===== config.mk =====
export PLATFORM = sky130hd
export DESIGN_NAME = register_file
export DESIGN_NICKNAME = d
export VERILOG_FILES = /design/src/riscv_pkg.sv /design/src/register_file.sv
export SDC_FILE = /design/constraint.sdc
export NUM_CORES = 2
export LEC_CHECK = 0
export BUFFER_PORTS_ARGS = -buffer_cell sky130_fd_sc_hd__buf_4
export CORE_MARGIN = 10
export CORE_UTILIZATION = 58
export CTS_BUF_LIST = sky130_fd_sc_hd__clkbuf_16
export DETAILED_ROUTE_END_ITERATION = 10
export PLACE_DENSITY = 0.72
export SLEW_MARGIN = 20
export SYNTH_ARGS = -nofsm -noshare
export SYNTH_HDL_FRONTEND = slang
export SYNTH_SLANG_ARGS = --single-unit

===== constraint.sdc =====
create_clock -name clk -period 7.43 [get_ports clk]
set_input_delay 0 -clock clk [delete_from_list [all_inputs] [get_ports clk]]
set_output_delay 0 -clock clk [all_outputs]
set_load 0.05 [all_outputs]

===== src/riscv_pkg.sv =====
// Shared widths, instruction fields and control encodings for the RV64I subset core
`default_nettype none

package riscv_pkg;

   // Data and instruction widths
   typedef logic [63:0] word_t;
   typedef logic [31:0] instr_t;
   typedef logic [4:0]  reg_addr_t;
   typedef logic [3:0]  alu_ctrl_t;
   typedef logic [1:0]  alu_op_t;
   typedef logic [1:0]  fwd_sel_t;

   // Instruction field positions
   localparam int RD_LSB     = 7;
   localparam int FUNCT3_LSB = 12;
   localparam int RS1_LSB    = 15;
   localparam int RS2_LSB    = 20;
   localparam int FUNCT7_LSB = 25;

   // Opcodes of the supported subset
   localparam logic [6:0] OPC_RTYPE  = 7'b0110011;
   localparam logic [6:0] OPC_ITYPE  = 7'b0010011;
   localparam logic [6:0] OPC_LOAD   = 7'b0000011;
   localparam logic [6:0] OPC_STORE  = 7'b0100011;
   localparam logic [6:0] OPC_BRANCH = 7'b1100011;

   localparam logic [6:0] FUNCT7_SUB = 7'b0100000;

   localparam logic [2:0] F3_ADD_SUB = 3'b000;
   localparam logic [2:0] F3_OR      = 3'b110;
   localparam logic [2:0] F3_AND     = 3'b111;

   // Main control to ALU control
   localparam alu_op_t ALUOP_ADD   = 2'b00;
   localparam alu_op_t ALUOP_SUB   = 2'b01;
   localparam alu_op_t ALUOP_FUNCT = 2'b10;

   localparam alu_ctrl_t ALU_AND = 4'b0000;
   localparam alu_ctrl_t ALU_OR  = 4'b0001;
   localparam alu_ctrl_t ALU_ADD = 4'b0010;
   localparam alu_ctrl_t ALU_SUB = 4'b0110;

   // Operand sources for forwarding
   localparam fwd_sel_t FWD_NONE   = 2'b00;
   localparam fwd_sel_t FWD_MEM_WB = 2'b01;
   localparam fwd_sel_t FWD_EX_MEM = 2'b10;

endpackage

`default_nettype wire


===== src/register_file.sv =====
// Thirty-one general registers with x0 tied to zero and write-through reads
`default_nettype none

module register_file (
   input  logic                 clk,
   input  logic                 reset,
   input  riscv_pkg::reg_addr_t raddr_1,
   input  riscv_pkg::reg_addr_t raddr_2,
   output riscv_pkg::word_t     rdata_1,
   output riscv_pkg::word_t     rdata_2,
   input  logic                 wb_en,
   input  riscv_pkg::reg_addr_t wb_addr,
   input  riscv_pkg::word_t     wb_data
);
   import riscv_pkg::*;

   word_t regs [1:31];

   // Writeback value wins over the stored one
   function automatic word_t read_port(reg_addr_t raddr);
      if (raddr == '0) return '0;
      if (wb_en && wb_addr == raddr) return wb_data;
      return regs[raddr];
   endfunction

   always_comb rdata_1 = read_port(raddr_1);
   always_comb rdata_2 = read_port(raddr_2);

   always_ff @(posedge clk) begin
      if (reset) begin
         for (int i = 1; i < 32; i++) begin
            regs[i] <= '0;
         end
      end else if (wb_en && wb_addr != '0) begin
         regs[wb_addr] <= wb_data;
      end
   end

endmodule

`default_nettype wire


# Word level (Yosys, flattened, before mapping)
# Memory sizes are Yosys's and may differ from the RTL's.
# Cells that the tools add are included.
# totals
register_bits	0
mem_bits_rw	1984
in_bits	82
out_inout_bits	128
wordCells	32
mem_count	1
# memory_table
name	depth	width	rd	rd_clocked_by_memory_dff	wr	line	rtl
regs	31	64	2	0	31	register_file.sv:17	word_t regs [1:31];
# op_classes
n_eq_ne	2
muxes	22
n_reduce_logical	7
# op_table
cell	count
2-to-1 mux 64 bit	9
OR reduction 64 bit	1
2-to-1 mux 1 bit	12
equality test 5 bit	2
zero test 5 bit	2
2-to-1 mux 5 bit	1
nonzero test 5 bit	1
logical AND 1 bit	3

# Longest topological paths before layout
# logic_depth
ltp_word	7
depth_mapped	10
depth_no_buf	5

# Worst setup path after synthesis
# Ideal clock, no wire load.
# synth_path
path_type	input-to-reg
startpoint	in wb_addr[2]
endpoint	mem regs[4][0] (netlist name) (enable)
setup_ps	394
arrival_ps	1933
setup_slack_ps	5103
path_stages	5
path_cell_list	clkbuf_1 -> or3b_1 -> nor2_1 -> clkbuf_1 -> or2_2
# synth_rtl
element	line	rtl
from (decl)	register_file.sv:12	input riscv_pkg::reg_addr_t wb_addr,
to (decl)	register_file.sv:17	

# Final worst setup path
# layout_path
startpoint	in raddr_1[1]
endpoint	out rdata_1[57]
# layout_via
elab_chain_len	6
elab_cells_between_ends	10
# layout_rtl
element	line	rtl
from (decl)	register_file.sv:7	input riscv_pkg::reg_addr_t raddr_1,
parallel branches: the longest is 5 deep, another holds memory read (31 x 64 bit)	-	
2-to-1 mux 64 bit *	register_file.sv:22	if (wb_en && wb_addr == raddr) return wb_data;
to (decl)	register_file.sv:9	output riscv_pkg::word_t rdata_1,
# Mark *: on every way between the ends. The select of a mux whose other input is x is not followed.

==> impl_results.md <==
- PnR worst setup slack: 3.13 ns
- Flop pwr share: 48.7%
- Yosys top cell by area: edfxtp_1
- Starting Density: 58.3%
- Switching pwr: 7.46 mW
- Num rows: 158
- Final Hold Vio Count: 0
- CP Data Required Time: 7.43 ns
- Hold Slack: 0.0887 ns
- Pwr Total: 28.1 mW
- Sequential share of the synthesized area: 57.0%
- Setup Fix Bufs, Post-CTS: 0
- Number of global-route vias before repair: 70600
- Most common library cells after synthesis: edfxtp_1 (2048), and2_1 (1987), mux4_2 (1011)
- Crit-path max cell delay: 0.86 ns
- Syn avg cell area: 15.5 um2
- Top-area cell type share of the netlist area: 57.0%
- Max cap viols: 0
- Drt pass-1 iters: 6
- Critical-path cell list: buf_8 > buf_4 > buf_4 > nand3b_1 > buf_4 > nand2_1 > o221ai_1 > buf_4
- Die Area: 204000 um2
- Max Clk Rate: 233 MHz
- Drt total wl: 391000 um
- Placeable Area: 185000 um2
- Crit path max-delay family: buffers and inverters
- Num CTS Buffers: 211
- DR iter-0 viols: 14300
- Area growth, synth to finish: 10.1%
- Worst slew pin tran: 1.32 ns
- Synthesized cell area: 108000 um2
- IO Pins: 210
- Distinct cells, synth: 55
- Synth warnings: 0
- DP Worst Slack: 3.21 ns
- Reg with most FFs: regs
- Compound-Gate Fraction of Synth Area: 3.91%
- Hold Path Depth: 2
- # setup viols final: 0
- RSZ-0062 raised after global routing: false
- Pint: 20.7 mW
- Max Root-Sink Buffers: 3
- First-pass GRT wire length: 543000 um
- Via/cell ratio: 7.56
- Die Ht: 451 um
- Root Driver: clkbuf_16
- HP Start: wb_data[28]
- Number of clock sinks: 2048
- Port bufs: 209
- # H-tree levels: 4
- Comb power frac: 14.1%
- Simple-gate portion of the synthesized area: 13.0%
- Number of synthesized flops with an enable pin: 2048
- Initial antenna violation count: 37
- Largest net degree at the start of global routing: 135
- Top area cells in the synthesized netlist: edfxtp_1 (57%), mux4_2 (21%), and2_1 (12%)
- Routed Antenna Nets: 0
- Mapped Cells: 6945
- Mux contribution to synthesized area: 23.0%
- Setup TNS: 0 ns
- Final worst-path cycle share: 57.8%
- XOR/XNOR Fraction of Synth Area: 0.0811%
- Layout cell share with drive strength beyond 1: 24.9%
- WHS Endpoint: regs[0][28]
- Design Area, Final: 119000 um2
- GP Congestion: 0.893
- Post-DP HPWL: 212000 um
- Grt ovf: 0
- Slew margin rel.: 11.9%
- Class of the worst hold path: in -> reg
- Pwr/cell area: 237 nW/um2
- Worst-path clk slew: 0.06 ns
- Biggest regs: regs (2048)
- Dominant synthesized flop cell: edfxtp_1
- Slowest CP cell: o221ai_1
- CP dominant cell by count: buf_4
- DR vias: 72100
- Largest family of logic cells by synthesized area: multiplexers
- Die span in x: 451 um
- Crit-path max FO: 40
- Sw Ratio: 26.5%
- DRC Markers: 0
- Run status: finished, final reports clean
- Max VDD drop: 0.258 mV
- Count leader, synth: edfxtp_1
- Crit path time final: 4.30 ns
- CTS tree: done
- Worst path arrival time: 4.30 ns
- Pleak: 41.0 nW
- Slew Viols, Final: 0
- Max reg flops: 2048
- Crit Path Category: in -> out
- Final #Nets: 6937
- Clock network power share: 37.2%
- Startpoint Class: input pin
- Post-Place Cell Area: 111000 um2
- Post-synthesis adder-cell area fraction: 0%
- Total GRT Usage: 37.8%
- Register bit total from synthesis: 2048
- Crit path buffers/inverters: 5
- Async set-or-reset flop fraction in the synthesized netlist: 0%
- Avg WL per Cell: 41.0 um
- Worst Setup End Kind: primary output
==> metal layers <==
metal / GRT usage [%] / vias up / part of all wire (%)
met4: 22.8 / 28 / 7.2
met3: 12.5 / 1602 / 15
met2: 56.7 / 7004 / 45
met5: 0 / - / 0.047
li1: - / 26800 / -
met1: 48.3 / 36600 / 32
==> what timing repair did <==
item,CTS,global route
resized for setup,0,0
hold buffers,65,0
endpoints found under the hold margin,2060,0
==> per-stage QoR <==
step	instances	utilization (%)
floorplan	7008	-
global placement	9053	60.1
detailed placement	9055	60.1
CTS	9510	64.1
global route	9517	64.1
finish	9539	64.1
==> cells in the final DEF, fill, tap and decap left out, types with 36 or more instances in the layout <==
| cell | instances |
|---|---|
| clkinv_2 | 39 |
| mux2i_1 | 182 |
| a22o_1 | 116 |
| a21oi_1 | 41 |
| buf_4 | 325 |
| o22ai_1 | 213 |
| clkbuf_16 | 214 |
| conb_1 | 64 |
| nand2_1 | 80 |
| clkinv_1 | 56 |
| inv_1 | 51 |
| mux4_2 | 1011 |
| and2_1 | 1985 |
| edfxtp_1 | 2048 |
| dlygate4sd3_1 | 65 |
| a211oi_1 | 55 |
| nand3_1 | 46 |
| nor4_1 | 36 |
| a22oi_1 | 106 |
==> layout make-up <==
| class | count | area (um2) |
|---|---|---|
| diodes | 27 | 67.6 |
| clock buffers | 214 | 5360 |
| clock inverters | 176 | 1300 |
| fillers | 12900 | 66400 |
| inverters | 3 | 16.3 |
| multi-input cells | 4170 | 43900 |
| flip-flops and latches | 2048 | 61500 |
| well taps | 2480 | 3100 |
| repair buffers | 421 | 3620 |
==> cell families after synthesis <==
| group | count (synthesis) |
|---|---|
| XOR/XNOR | 10 |
| other | 1 |
| multiplexers | 1206 |
| AO/OA/AOI/OAI | 586 |
| buffers and inverters | 790 |
| flip-flops | 2048 |
| AND/OR/NAND/NOR | 2304 |
==> worst max-delay path by stage <==
stage                          start     endpoint  slack, ns  cells after the start
after detailed placement       reset  regs[4][18]       3.21                      7
after CTS                 raddr_1[0]  rdata_1[25]       3.45                      8
after global routing      raddr_1[0]  rdata_1[25]       3.24                      8
after floorplan           wb_addr[2]   regs[4][0]       5.10                      5
final                     raddr_1[1]  rdata_1[57]       3.13                      8
after global placement         reset  regs[4][24]       3.23                      7
==> power by group through the flow <==
stage	Sequential [mW]	Clock, mW	Combinational, mW
after floorplan	13.8	0	2.48
after global placement	13.8	0	3.81
after detailed placement	13.9	0	3.84
after CTS	13.7	10.4	3.88
after global routing	13.7	10.9	4.02
final	13.7	10.5	3.96
Note: power is estimated with default switching activity, not from simulation.
