File: src/riscv_pkg.sv
// Shared widths, instruction fields and control encodings for the RV64I subset core
`default_nettype none

package riscv_pkg;

   // Data and instruction widths
   typedef logic [63:0] word_t;
   typedef logic [31:0] instr_t;
   typedef logic [4:0]  reg_addr_t;
   typedef logic [3:0]  alu_ctrl_t;
   typedef logic [1:0]  alu_op_t;
   typedef logic [1:0]  fwd_sel_t;

   // Instruction field positions
   localparam int RD_LSB     = 7;
   localparam int FUNCT3_LSB = 12;
   localparam int RS1_LSB    = 15;
   localparam int RS2_LSB    = 20;
   localparam int FUNCT7_LSB = 25;

   // Opcodes of the supported subset
   localparam logic [6:0] OPC_RTYPE  = 7'b0110011;
   localparam logic [6:0] OPC_ITYPE  = 7'b0010011;
   localparam logic [6:0] OPC_LOAD   = 7'b0000011;
   localparam logic [6:0] OPC_STORE  = 7'b0100011;
   localparam logic [6:0] OPC_BRANCH = 7'b1100011;

   localparam logic [6:0] FUNCT7_SUB = 7'b0100000;

   localparam logic [2:0] F3_ADD_SUB = 3'b000;
   localparam logic [2:0] F3_OR      = 3'b110;
   localparam logic [2:0] F3_AND     = 3'b111;

   // Main control to ALU control
   localparam alu_op_t ALUOP_ADD   = 2'b00;
   localparam alu_op_t ALUOP_SUB   = 2'b01;
   localparam alu_op_t ALUOP_FUNCT = 2'b10;

   localparam alu_ctrl_t ALU_AND = 4'b0000;
   localparam alu_ctrl_t ALU_OR  = 4'b0001;
   localparam alu_ctrl_t ALU_ADD = 4'b0010;
   localparam alu_ctrl_t ALU_SUB = 4'b0110;

   // Operand sources for forwarding
   localparam fwd_sel_t FWD_NONE   = 2'b00;
   localparam fwd_sel_t FWD_MEM_WB = 2'b01;
   localparam fwd_sel_t FWD_EX_MEM = 2'b10;

endpackage

`default_nettype wire

File: src/pipe_if.sv
// Decode/execute and execute/memory pipeline register bundles
`default_nettype none

interface id_ex_if;
   import riscv_pkg::*;

   // Control bits
   logic      alu_src;
   alu_op_t   alu_op;
   logic      mem_read;
   logic      mem_write;
   logic      mem_2_reg;
   logic      reg_write;
   // Operands and fields
   reg_addr_t rs1;
   reg_addr_t rs2;
   reg_addr_t rd;
   word_t     rdata_1;
   word_t     rdata_2;
   word_t     imm;
   logic [2:0] funct3;
   logic [6:0] funct7;

   modport producer (output alu_src, alu_op, mem_read, mem_write, mem_2_reg, reg_write,
                     rs1, rs2, rd, rdata_1, rdata_2, imm, funct3, funct7);
   modport consumer (input alu_src, alu_op, mem_read, mem_write, mem_2_reg, reg_write,
                     rs1, rs2, rd, rdata_1, rdata_2, imm, funct3, funct7);
endinterface

interface ex_mem_if;
   import riscv_pkg::*;

   word_t     alu_out;
   word_t     store_data;
   reg_addr_t rd;
   logic      reg_write;
   logic      mem_read;
   logic      mem_write;
   logic      mem_2_reg;

   modport producer (output alu_out, store_data, rd, reg_write, mem_read, mem_write, mem_2_reg);
   modport consumer (input alu_out, store_data, rd, reg_write, mem_read, mem_write, mem_2_reg);
   // Hazard and forwarding view
   modport peek (input rd, reg_write, mem_read, alu_out);
endinterface

`default_nettype wire

File: src/decode_stage.sv
// Decode stage with control, immediates, hazard detection, early beq and decode/execute register
`default_nettype none

module decode_stage (
   input  logic                 clk,
   input  logic                 reset,
   input  logic                 enable,
   input  riscv_pkg::instr_t    if_id_instr,
   input  riscv_pkg::word_t     if_id_pc,
   output riscv_pkg::reg_addr_t raddr_1,
   output riscv_pkg::reg_addr_t raddr_2,
   input  riscv_pkg::word_t     rdata_1,
   input  riscv_pkg::word_t     rdata_2,
   output logic                 stall,
   output logic                 branch_taken,
   output riscv_pkg::word_t     branch_target,
   id_ex_if.producer            idex,
   ex_mem_if.peek               exmem
);
   import riscv_pkg::*;

   logic [6:0] opcode;
   reg_addr_t  rs1;
   reg_addr_t  rs2;
   reg_addr_t  ex_dst;
   logic       is_rtype, is_itype, is_load, is_store, is_branch;
   logic       use_rs1, use_rs2;
   logic       load_use, branch_hazard;
   word_t      imm_i, imm_s, imm_b, imm;
   word_t      cmp_1, cmp_2;

   function automatic word_t branch_operand(reg_addr_t rs, word_t rdata,
                                            reg_addr_t ex_rd, word_t ex_val);
      return (rs != '0 && rs == ex_rd) ? ex_val : rdata;
   endfunction

   assign opcode  = if_id_instr[6:0];
   assign rs1     = if_id_instr[RS1_LSB +: 5];
   assign rs2     = if_id_instr[RS2_LSB +: 5];
   assign raddr_1 = rs1;
   assign raddr_2 = rs2;

   assign is_rtype  = (opcode == OPC_RTYPE);
   assign is_itype  = (opcode == OPC_ITYPE);
   assign is_load   = (opcode == OPC_LOAD);
   assign is_store  = (opcode == OPC_STORE);
   assign is_branch = (opcode == OPC_BRANCH);
   assign use_rs1   = is_rtype | is_itype | is_load | is_store | is_branch;
   assign use_rs2   = is_rtype | is_store | is_branch;

   // Sign-extended immediates
   assign imm_i = {{52{if_id_instr[31]}}, if_id_instr[31:20]};
   assign imm_s = {{52{if_id_instr[31]}}, if_id_instr[31:25], if_id_instr[11:7]};
   assign imm_b = {{52{if_id_instr[31]}}, if_id_instr[7], if_id_instr[30:25],
                   if_id_instr[11:8], 1'b0};
   assign imm   = is_store ? imm_s : (is_branch ? imm_b : imm_i);

   // Load result not ready for the next instruction
   assign load_use = idex.mem_read && idex.rd != '0 &&
                     ((use_rs1 && idex.rd == rs1) || (use_rs2 && idex.rd == rs2));

   // beq waits for producers in execute and loads in memory
   assign branch_hazard = is_branch &&
      ((idex.reg_write && idex.rd != '0 && (idex.rd == rs1 || idex.rd == rs2)) ||
       (exmem.mem_read && exmem.rd != '0 && (exmem.rd == rs1 || exmem.rd == rs2)));

   assign stall = load_use || branch_hazard;

   assign ex_dst        = exmem.reg_write ? exmem.rd : '0;
   assign cmp_1         = branch_operand(rs1, rdata_1, ex_dst, exmem.alu_out);
   assign cmp_2         = branch_operand(rs2, rdata_2, ex_dst, exmem.alu_out);
   assign branch_taken  = is_branch && !branch_hazard && (cmp_1 == cmp_2);
   assign branch_target = if_id_pc + imm_b;

   // Control half of ID/EX, bubble on stall
   always_ff @(posedge clk) begin
      if (reset) begin
         idex.alu_src   <= 1'b0;
         idex.alu_op    <= ALUOP_ADD;
         idex.mem_read  <= 1'b0;
         idex.mem_write <= 1'b0;
         idex.mem_2_reg <= 1'b0;
         idex.reg_write <= 1'b0;
      end else if (enable) begin
         idex.alu_src   <= (is_itype | is_load | is_store) && !stall;
         idex.alu_op    <= is_rtype ? ALUOP_FUNCT : (is_branch ? ALUOP_SUB : ALUOP_ADD);
         idex.mem_read  <= is_load && !stall;
         idex.mem_write <= is_store && !stall;
         idex.mem_2_reg <= is_load && !stall;
         idex.reg_write <= (is_rtype | is_itype | is_load) && !stall;
      end
   end

   always_ff @(posedge clk) begin
      if (enable) begin
         idex.rs1     <= rs1;
         idex.rs2     <= rs2;
         idex.rd      <= if_id_instr[RD_LSB +: 5];
         idex.rdata_1 <= rdata_1;
         idex.rdata_2 <= rdata_2;
         idex.imm     <= imm;
         idex.funct3  <= if_id_instr[FUNCT3_LSB +: 3];
         idex.funct7  <= if_id_instr[FUNCT7_LSB +: 7];
      end
   end

endmodule

`default_nettype wire

File: src/flat_wrapper.sv
// flat-port wrapper written by rule: the top's interface ports become plain ports
module decode_stage_flat import riscv_pkg::*;
  (clk, reset, enable, if_id_instr, if_id_pc, raddr_1, raddr_2, rdata_1, rdata_2, stall, branch_taken, branch_target, idex_alu_src, idex_alu_op, idex_mem_read, idex_mem_write, idex_mem_2_reg, idex_reg_write, idex_rs1, idex_rs2, idex_rd, idex_rdata_1, idex_rdata_2, idex_imm, idex_funct3, idex_funct7, exmem_rd, exmem_reg_write, exmem_mem_read, exmem_alu_out);
  id_ex_if idex_i ();
  ex_mem_if exmem_i ();
  input  logic clk;
  input  logic reset;
  input  logic enable;
  input  riscv_pkg::instr_t if_id_instr;
  input  riscv_pkg::word_t if_id_pc;
  output riscv_pkg::reg_addr_t raddr_1;
  output riscv_pkg::reg_addr_t raddr_2;
  input  riscv_pkg::word_t rdata_1;
  input  riscv_pkg::word_t rdata_2;
  output logic stall;
  output logic branch_taken;
  output riscv_pkg::word_t branch_target;
  output wire logic [$bits(idex_i.alu_src)-1:0] idex_alu_src;
  output wire logic [$bits(idex_i.alu_op)-1:0] idex_alu_op;
  output wire logic [$bits(idex_i.mem_read)-1:0] idex_mem_read;
  output wire logic [$bits(idex_i.mem_write)-1:0] idex_mem_write;
  output wire logic [$bits(idex_i.mem_2_reg)-1:0] idex_mem_2_reg;
  output wire logic [$bits(idex_i.reg_write)-1:0] idex_reg_write;
  output wire logic [$bits(idex_i.rs1)-1:0] idex_rs1;
  output wire logic [$bits(idex_i.rs2)-1:0] idex_rs2;
  output wire logic [$bits(idex_i.rd)-1:0] idex_rd;
  output wire logic [$bits(idex_i.rdata_1)-1:0] idex_rdata_1;
  output wire logic [$bits(idex_i.rdata_2)-1:0] idex_rdata_2;
  output wire logic [$bits(idex_i.imm)-1:0] idex_imm;
  output wire logic [$bits(idex_i.funct3)-1:0] idex_funct3;
  output wire logic [$bits(idex_i.funct7)-1:0] idex_funct7;
  input wire logic [$bits(exmem_i.rd)-1:0] exmem_rd;
  input wire logic [$bits(exmem_i.reg_write)-1:0] exmem_reg_write;
  input wire logic [$bits(exmem_i.mem_read)-1:0] exmem_mem_read;
  input wire logic [$bits(exmem_i.alu_out)-1:0] exmem_alu_out;
  assign idex_alu_src = idex_i.alu_src;
  assign idex_alu_op = idex_i.alu_op;
  assign idex_mem_read = idex_i.mem_read;
  assign idex_mem_write = idex_i.mem_write;
  assign idex_mem_2_reg = idex_i.mem_2_reg;
  assign idex_reg_write = idex_i.reg_write;
  assign idex_rs1 = idex_i.rs1;
  assign idex_rs2 = idex_i.rs2;
  assign idex_rd = idex_i.rd;
  assign idex_rdata_1 = idex_i.rdata_1;
  assign idex_rdata_2 = idex_i.rdata_2;
  assign idex_imm = idex_i.imm;
  assign idex_funct3 = idex_i.funct3;
  assign idex_funct7 = idex_i.funct7;
  assign exmem_i.rd = exmem_rd;
  assign exmem_i.reg_write = exmem_reg_write;
  assign exmem_i.mem_read = exmem_mem_read;
  assign exmem_i.alu_out = exmem_alu_out;
  decode_stage u_core (.clk(clk), .reset(reset), .enable(enable), .if_id_instr(if_id_instr), .if_id_pc(if_id_pc), .raddr_1(raddr_1), .raddr_2(raddr_2), .rdata_1(rdata_1), .rdata_2(rdata_2), .stall(stall), .branch_taken(branch_taken), .branch_target(branch_target), .idex(idex_i), .exmem(exmem_i));
endmodule
File: config.mk
export PLATFORM = sky130hd
export DESIGN_NAME = decode_stage_flat
export DESIGN_NICKNAME = d
export VERILOG_FILES = /design/src/riscv_pkg.sv /design/src/pipe_if.sv /design/src/decode_stage.sv /design/src/flat_wrapper.sv
export SDC_FILE = /design/constraint.sdc
export NUM_CORES = 1
export LEC_CHECK = 0
export BUFFER_PORTS_ARGS = -buffer_cell sky130_fd_sc_hd__buf_2
export CAP_MARGIN = 20
export CORE_AREA = 2 2 234 236
export DETAILED_ROUTE_END_ITERATION = 7
export DIE_AREA = 0 0 236 238
export MAX_ROUTING_LAYER = met4
export PLACE_DENSITY = 0.55
export SYNTH_ARGS = -nofsm -noshare
export SYNTH_HDL_FRONTEND = slang
export SYNTH_SLANG_ARGS = --single-unit
File: constraint.sdc
create_clock -name clk -period 3.9 [get_ports clk]
set_input_delay 0.195 -clock clk [delete_from_list [all_inputs] [get_ports clk]]
set_output_delay 0.195 -clock clk [all_outputs]
set_load 0.05 [all_outputs]
### Yosys cells after proc, flatten, opt, wreduce, memory -nomap -nowiden

Index checks and enable logic that the tools add are counted.

* equality and inequality tests: 12
* $add $sub $neg: 1
* muxes and demuxes: 7
* bitwise gates (word level): 8
* reduce and logical (&&, ||, !) cells: 28

Operators with widths (count)
* two-way mux 64 bit: 2
* adder 64 bit: 1
* == test 64 bit: 1
* == test 5 bit: 6
* two-way mux 12 bit: 2
* nonzero test 5 bit: 4
* logical AND 1 bit: 17
* == test 7 x 6 -> 1 bit (second input constant): 2
* OR 1 bit: 8
* == test 7 x 2 -> 1 bit (second input constant): 1
* == test 7 x 5 -> 1 bit (second input constant): 1
* == test 7 bit (second input constant): 1
* logical OR 1 bit: 5
* two-way mux 5 bit: 1
* zero test 1 bit: 2
* two-way mux 2 bit: 1
* two-way mux 1 bit: 1

* word-level logic and storage cells: 69
* output and inout port bits: 300
* flip-flop bits (word level): 172
* input bits: 298

### Depth between registers and ports, before layout

* depth after elaboration: 11
* gate-level depth with buffers: 14
* mapped depth without buffers: 12

### Least setup slack after synthesis

OpenSTA, ideal clock, no wires.

* kind: input to output
* start: input port if_id_instr[25]
* end: output port branch_target[40]
* required time: 3705 ps
* buffers on the path: 0
* data arrival time: 3217 ps
* cell stages on the path: 11
* slack: 488 ps
* path through: ha_1 -> a21oi_1 -> o22ai_1 -> o21ai_0 -> nand3_1 -> a211oi_2 -> o2111ai_1 -> a311o_1 -> a221oi_1 -> o21ai_1 -> xnor2_1

* word-level cells in the longest chain between the ends: 1

Ends and longest elaborated chain
* start: declaration: line flat_wrapper.sv:9 `input riscv_pkg::instr_t if_id_instr;`
* adder 64 bit: line decode_stage.sv:73 `assign branch_target = if_id_pc + imm_b;`
* end: declaration: line flat_wrapper.sv:17 `output riscv_pkg::word_t branch_target;`

No other way between the ends.

### Worst setup path after layout

* start: input port if_id_instr[31]
* end: output port branch_target[55]

Same word-level chain as after synthesis.

==> parameters.txt <==
Parameter                              Value

Die
  IO Count    598
  Core Box Area    ~53000 µm²
  Std cell rows    85
  Area of the die    roughly 56000 µm²
  Die width    around 240 µm
  Initial Util    0.235
  Die H    between 200 and 250 µm

Worst setup path
  Arrival time at the worst endpoint    3.48 ns
  Number of cells traversed by the worst register-to-register path    9
  Highest cell delay on the worst timing path    0.41 ns
  Start-to-end type of the worst setup path    primary input to output port
  CP endpoint kind    output port
  Highest-delay cell along the critical path    sky130_fd_sc_hd__a211oi_1
  Worst Setup Start Kind    primary input
  Ordered list of cells on the worst path    buf_2, buf_4, ha_1, nand2_1, a21oi_1, a21oi_1, a211oi_1, a211oi_1, buf_4, o41ai_2, a21oi_2, o21bai_1, a31oi_1, xnor2_1, clkbuf_4
  Worst path required time    ~3.7 ns
  FF-to-FF Start    u_core.idex.rd[1]
  Largest fanout of any net on the critical path    13
  Worst r2r dst    u_core.idex.mem_write
  Worst path top cell family by delay    compound AO/OA/AOI/OAI gates
  Instance count on the critical path    15
  Number of buffers and inverters on the critical path    4
  Worst-case register-to-register setup slack    1.81 ns

Placed design
  Area after detailed placement    between 15000 and 20000 µm²
  RePlAce Congestion    around 0.96
  Post-detail-place hpwl    around 45 mm
  Quantity of I/O buffers inserted on ports    595
  Setup WS pre-CTS    -0.317 ns

Synth
  Yosys reg bits    approximately 170
  Distinct cell type count of the synthesized netlist    71
  Number of enable flip-flop cells after synthesis    around 160
  Register area share after synthesis    0.389
  Syn nets    1629
  Post-synthesis area per instance    approximately 9.9 µm²
  Main flop type after synthesis    sky130_fd_sc_hd__edfxtp_1
  Cell area after technology mapping    12600 µm²
  Post-synthesis async set-or-reset flop share    0
  Synthesis warning total    0
  Mapped Cells    ~1300

Power and ir drop
  Part of the total power dissipated in combinational logic    0.445
  Sw frac    0.446
  Net Switching    a little over 0.003 W
  Part of the power in the clock network    0.249
  Power share of the sequential group    0.306
  Design internal power    ~0.0039 W
  Maximum resistive drop on vdd    between 0.3 and 0.4 mV
  Power Density    roughly 380 nW/µm²
  Total leakage power    between 7 and 8 nW

Timing
  Final Slew Violations    0
  Crit path setup slack, layout    roughly 0.22 ns
  Final Skew    approximately 0.016 ns
  Aggregate negative setup slack    0 ns
  Total of endpoints with negative setup slack in the final report    0
  Tightest slew margin relative to the limit    0.530
  Fmax achieved    roughly 270 MHz
  Worst slew pin tran    about 0.70 ns
  Clock period minus worst slack    about 3.7 ns
  Smallest hold slack    roughly 0.051 ns
  Count of final hold-check violations    0
  Ratio of final minimum period to clock period    0.942
  Unrepaired setup endpoints after global routing    false

CTS
  TritonCTS Buffers    17
  Number of clock sinks    165
  TritonCTS clock tree    built
  Clock transition at the registers of the reported paths    0.07 ns
  H-tree depth reported by CTS    4
  Insertion delay of the later-clocked pin in the worst-skew pair    0.49 ns
  Root Driver    sky130_fd_sc_hd__clkbuf_16
  Max Buffers Root-to-Sink    2

Routing
  Antenna-violating nets left    0
  Router iterations before antenna repair    5
  Initial drt markers    909
  Detail-routed net length per standard cell    21.0 µm
  Routed WL    56.1 mm
  Post-DR vias/cell    4.91
  Total number of vias    13131
  Drc violations    0

GRT
  Total global routing track utilization    0.198
  Via count of the first global-routing pass    approximately 13000
  Maximum number of pins on one net before global-route repair    roughly 110
  Wire length of the first global-routing pass    about 81 mm
  Aggregate global routing overflow    0
  Initial antenna violation count    11

Status
  Run status    finished clean

Run
  Max-capacitance violation count    0

Worst hold path
  Worst hold stages    2
  Start point of the worst hold path    if_id_instr[8]
  Worst hold path endpoint    u_core.idex.imm[1]
  Worst hold-check path type    primary input to register

Finish
  Final cell utilization of the core    0.341
  Relative area change from synthesis to final layout    45.1%
  Fill cell instance count of the final layout    approximately 5600
  Nets@finish    ~2300
  Fraction of final layout cells with drive strength greater than 1    0.365
  Post-route cell area    around 18000 µm²
-- area by class of cell --
type / count / area, µm² / area share
flip-flops and latches: 165 / 4890 / 0.268
clock buffers: 17 / 425 / 0.0233
multi-input cells: 946 / 6770 / 0.371
clock inverters: 15 / 161 / 0.00884
repair buffers: 797 / 5010 / 0.275
inverters: 25 / 93.8 / 0.00514
diodes: 11 / 27.5 / 0.00151
well taps: 696 / 871 / 0.0477
-- registers in the layout (all words and copies together), names as in the netlist --
signal	cells
u_core.idex.rdata_1	64
u_core.idex.rdata_2	64
u_core.idex.funct7	7
u_core.idex.imm	6
u_core.idex.rd	5
u_core.idex.rs1	5
u_core.idex.rs2	5
u_core.idex.funct3	3
u_core.idex.alu_op	2
u_core.idex.alu_src	1
u_core.idex.mem_read	1
u_core.idex.mem_write	1
u_core.idex.reg_write	1
-- metal layers --
layer  routed length [µm]  track usage  vias to the layer above  part of all wire
li1                     -            -                     6204                 -
met4                 1150       0.0618                        0             0.021
met5                    0            -                        -                 0
met2                28600        0.349                      624              0.51
met1                22400        0.225                     6250              0.40
met3                 3830       0.0415                       53             0.068
-- repair_timing --
item | 4_1_cts | 5_1_grt
hold buffers | 146 | 0
endpoints found under the setup margin | 1 | 10
pin swaps | 1 | 0
buffers inserted | 1 | 0
resized for setup | 1 | 12
endpoints found under the hold margin | 150 | 0
-- worst max-delay path by stage --
stage	to	start	slack (ns)
finish	branch_target[55]	if_id_instr[31]	0.22
global route	branch_taken	if_id_instr[22]	0.02
CTS	branch_taken	exmem_rd[0]	0.1
detailed placement	branch_taken	if_id_instr[18]	-0.32
global placement	branch_taken	if_id_instr[18]	-0.15
floorplan	branch_target[40]	if_id_instr[25]	0.49
-- power groups by stage --
stage	sequential (W)	combinational, W	clock (W)
finish	0.00214	0.00310	0.00174
global route	0.00215	0.00327	0.00184
CTS	0.00215	0.00308	0.00178
detailed placement	0.00219	0.00294	0
global placement	0.00218	0.00295	0
floorplan	0.00266	0.00158	0
-- cell usage after synthesis (all sizes together) (2+ instances only) --
master,instances,area [µm²]
o21a,12,90.1
nand2,96,360
nand4,17,106
nor3,22,110
o21bai,15,113
a221oi,10,100
o21ai,62,314
nor2,60,233
a21o,32,240
a2111oi,3,32.5
a31oi,8,50.1
o211ai,8,60.1
a211oi,12,95.1
and3,4,25.0
o2bb2ai,6,71.3
a21oi,118,591
and4bb,4,50.1
o22a,31,272
ha,62,776
edfxtp,159,4770
nand2b,7,43.8
a22oi,24,180
xnor2,59,517
nor4,7,50.1
mux2i,19,190
nor2b,12,75.1
and2,3,18.8
o2111ai,3,26.3
o41ai,6,67.6
a22o,29,254
and4,2,17.5
xor2,75,657
or4,4,33.8
nand3,25,125
o22ai,29,181
dfxtp,6,120
clkbuf,22,83.8
inv,25,93.8
mux2,6,67.6
o221a,3,33.8
buf,110,817
o221ai,32,293
or3,4,25.0
o31ai,4,30.0
-- logic make-up (layout without fill, tap and decap cells) --
logic type | after synthesis | after routing | synth area share
multiplexers | 25 | 25 | 0.0205
AND/OR/NAND/NOR | 269 | 269 | 0.103
buffers and inverters | 157 | 854 | 0.0791
flip-flops | 165 | 165 | 0.389
adder cells (fa/ha/maj) | 63 | 63 | 0.0633
XOR/XNOR | 134 | 134 | 0.0933
other | 0 | 11 | 0
AO/OA/AOI/OAI | 455 | 455 | 0.252
-- cell usage in the layout (no fill, tap or decap), drive strengths merged, types with 5 or more instances in the layout --
cell / n
mux2i: 19
diode: 11
buf: 649
o2bb2ai: 6
edfxtp: 159
o221ai: 32
o21ai: 62
o22a: 31
a31oi: 8
a22oi: 24
a21o: 32
a22o: 29
inv: 32
clkinv: 5
o211ai: 8
xor2: 75
a21oi: 118
clkbuf: 19
nor4: 7
a211oi: 12
mux2: 6
o22ai: 29
nor3: 22
o41ai: 6
a221oi: 10
xnor2: 59
nor2: 60
nand2: 96
nand2b: 7
dfxtp: 6
nand4: 17
nand3: 25
dlygate4sd3: 146
o21a: 12
o21bai: 15
nor2b: 12
ha: 62
-- stage by stage --
step                      cells  total power, W
after global placement     2481         0.00513
after CTS                  2660         0.00701
after global routing       2669         0.00726
after floorplan            1268         0.00424
final                      2672         0.00698
after detailed placement   2481         0.00513
(Power assumes the default switching activity.)
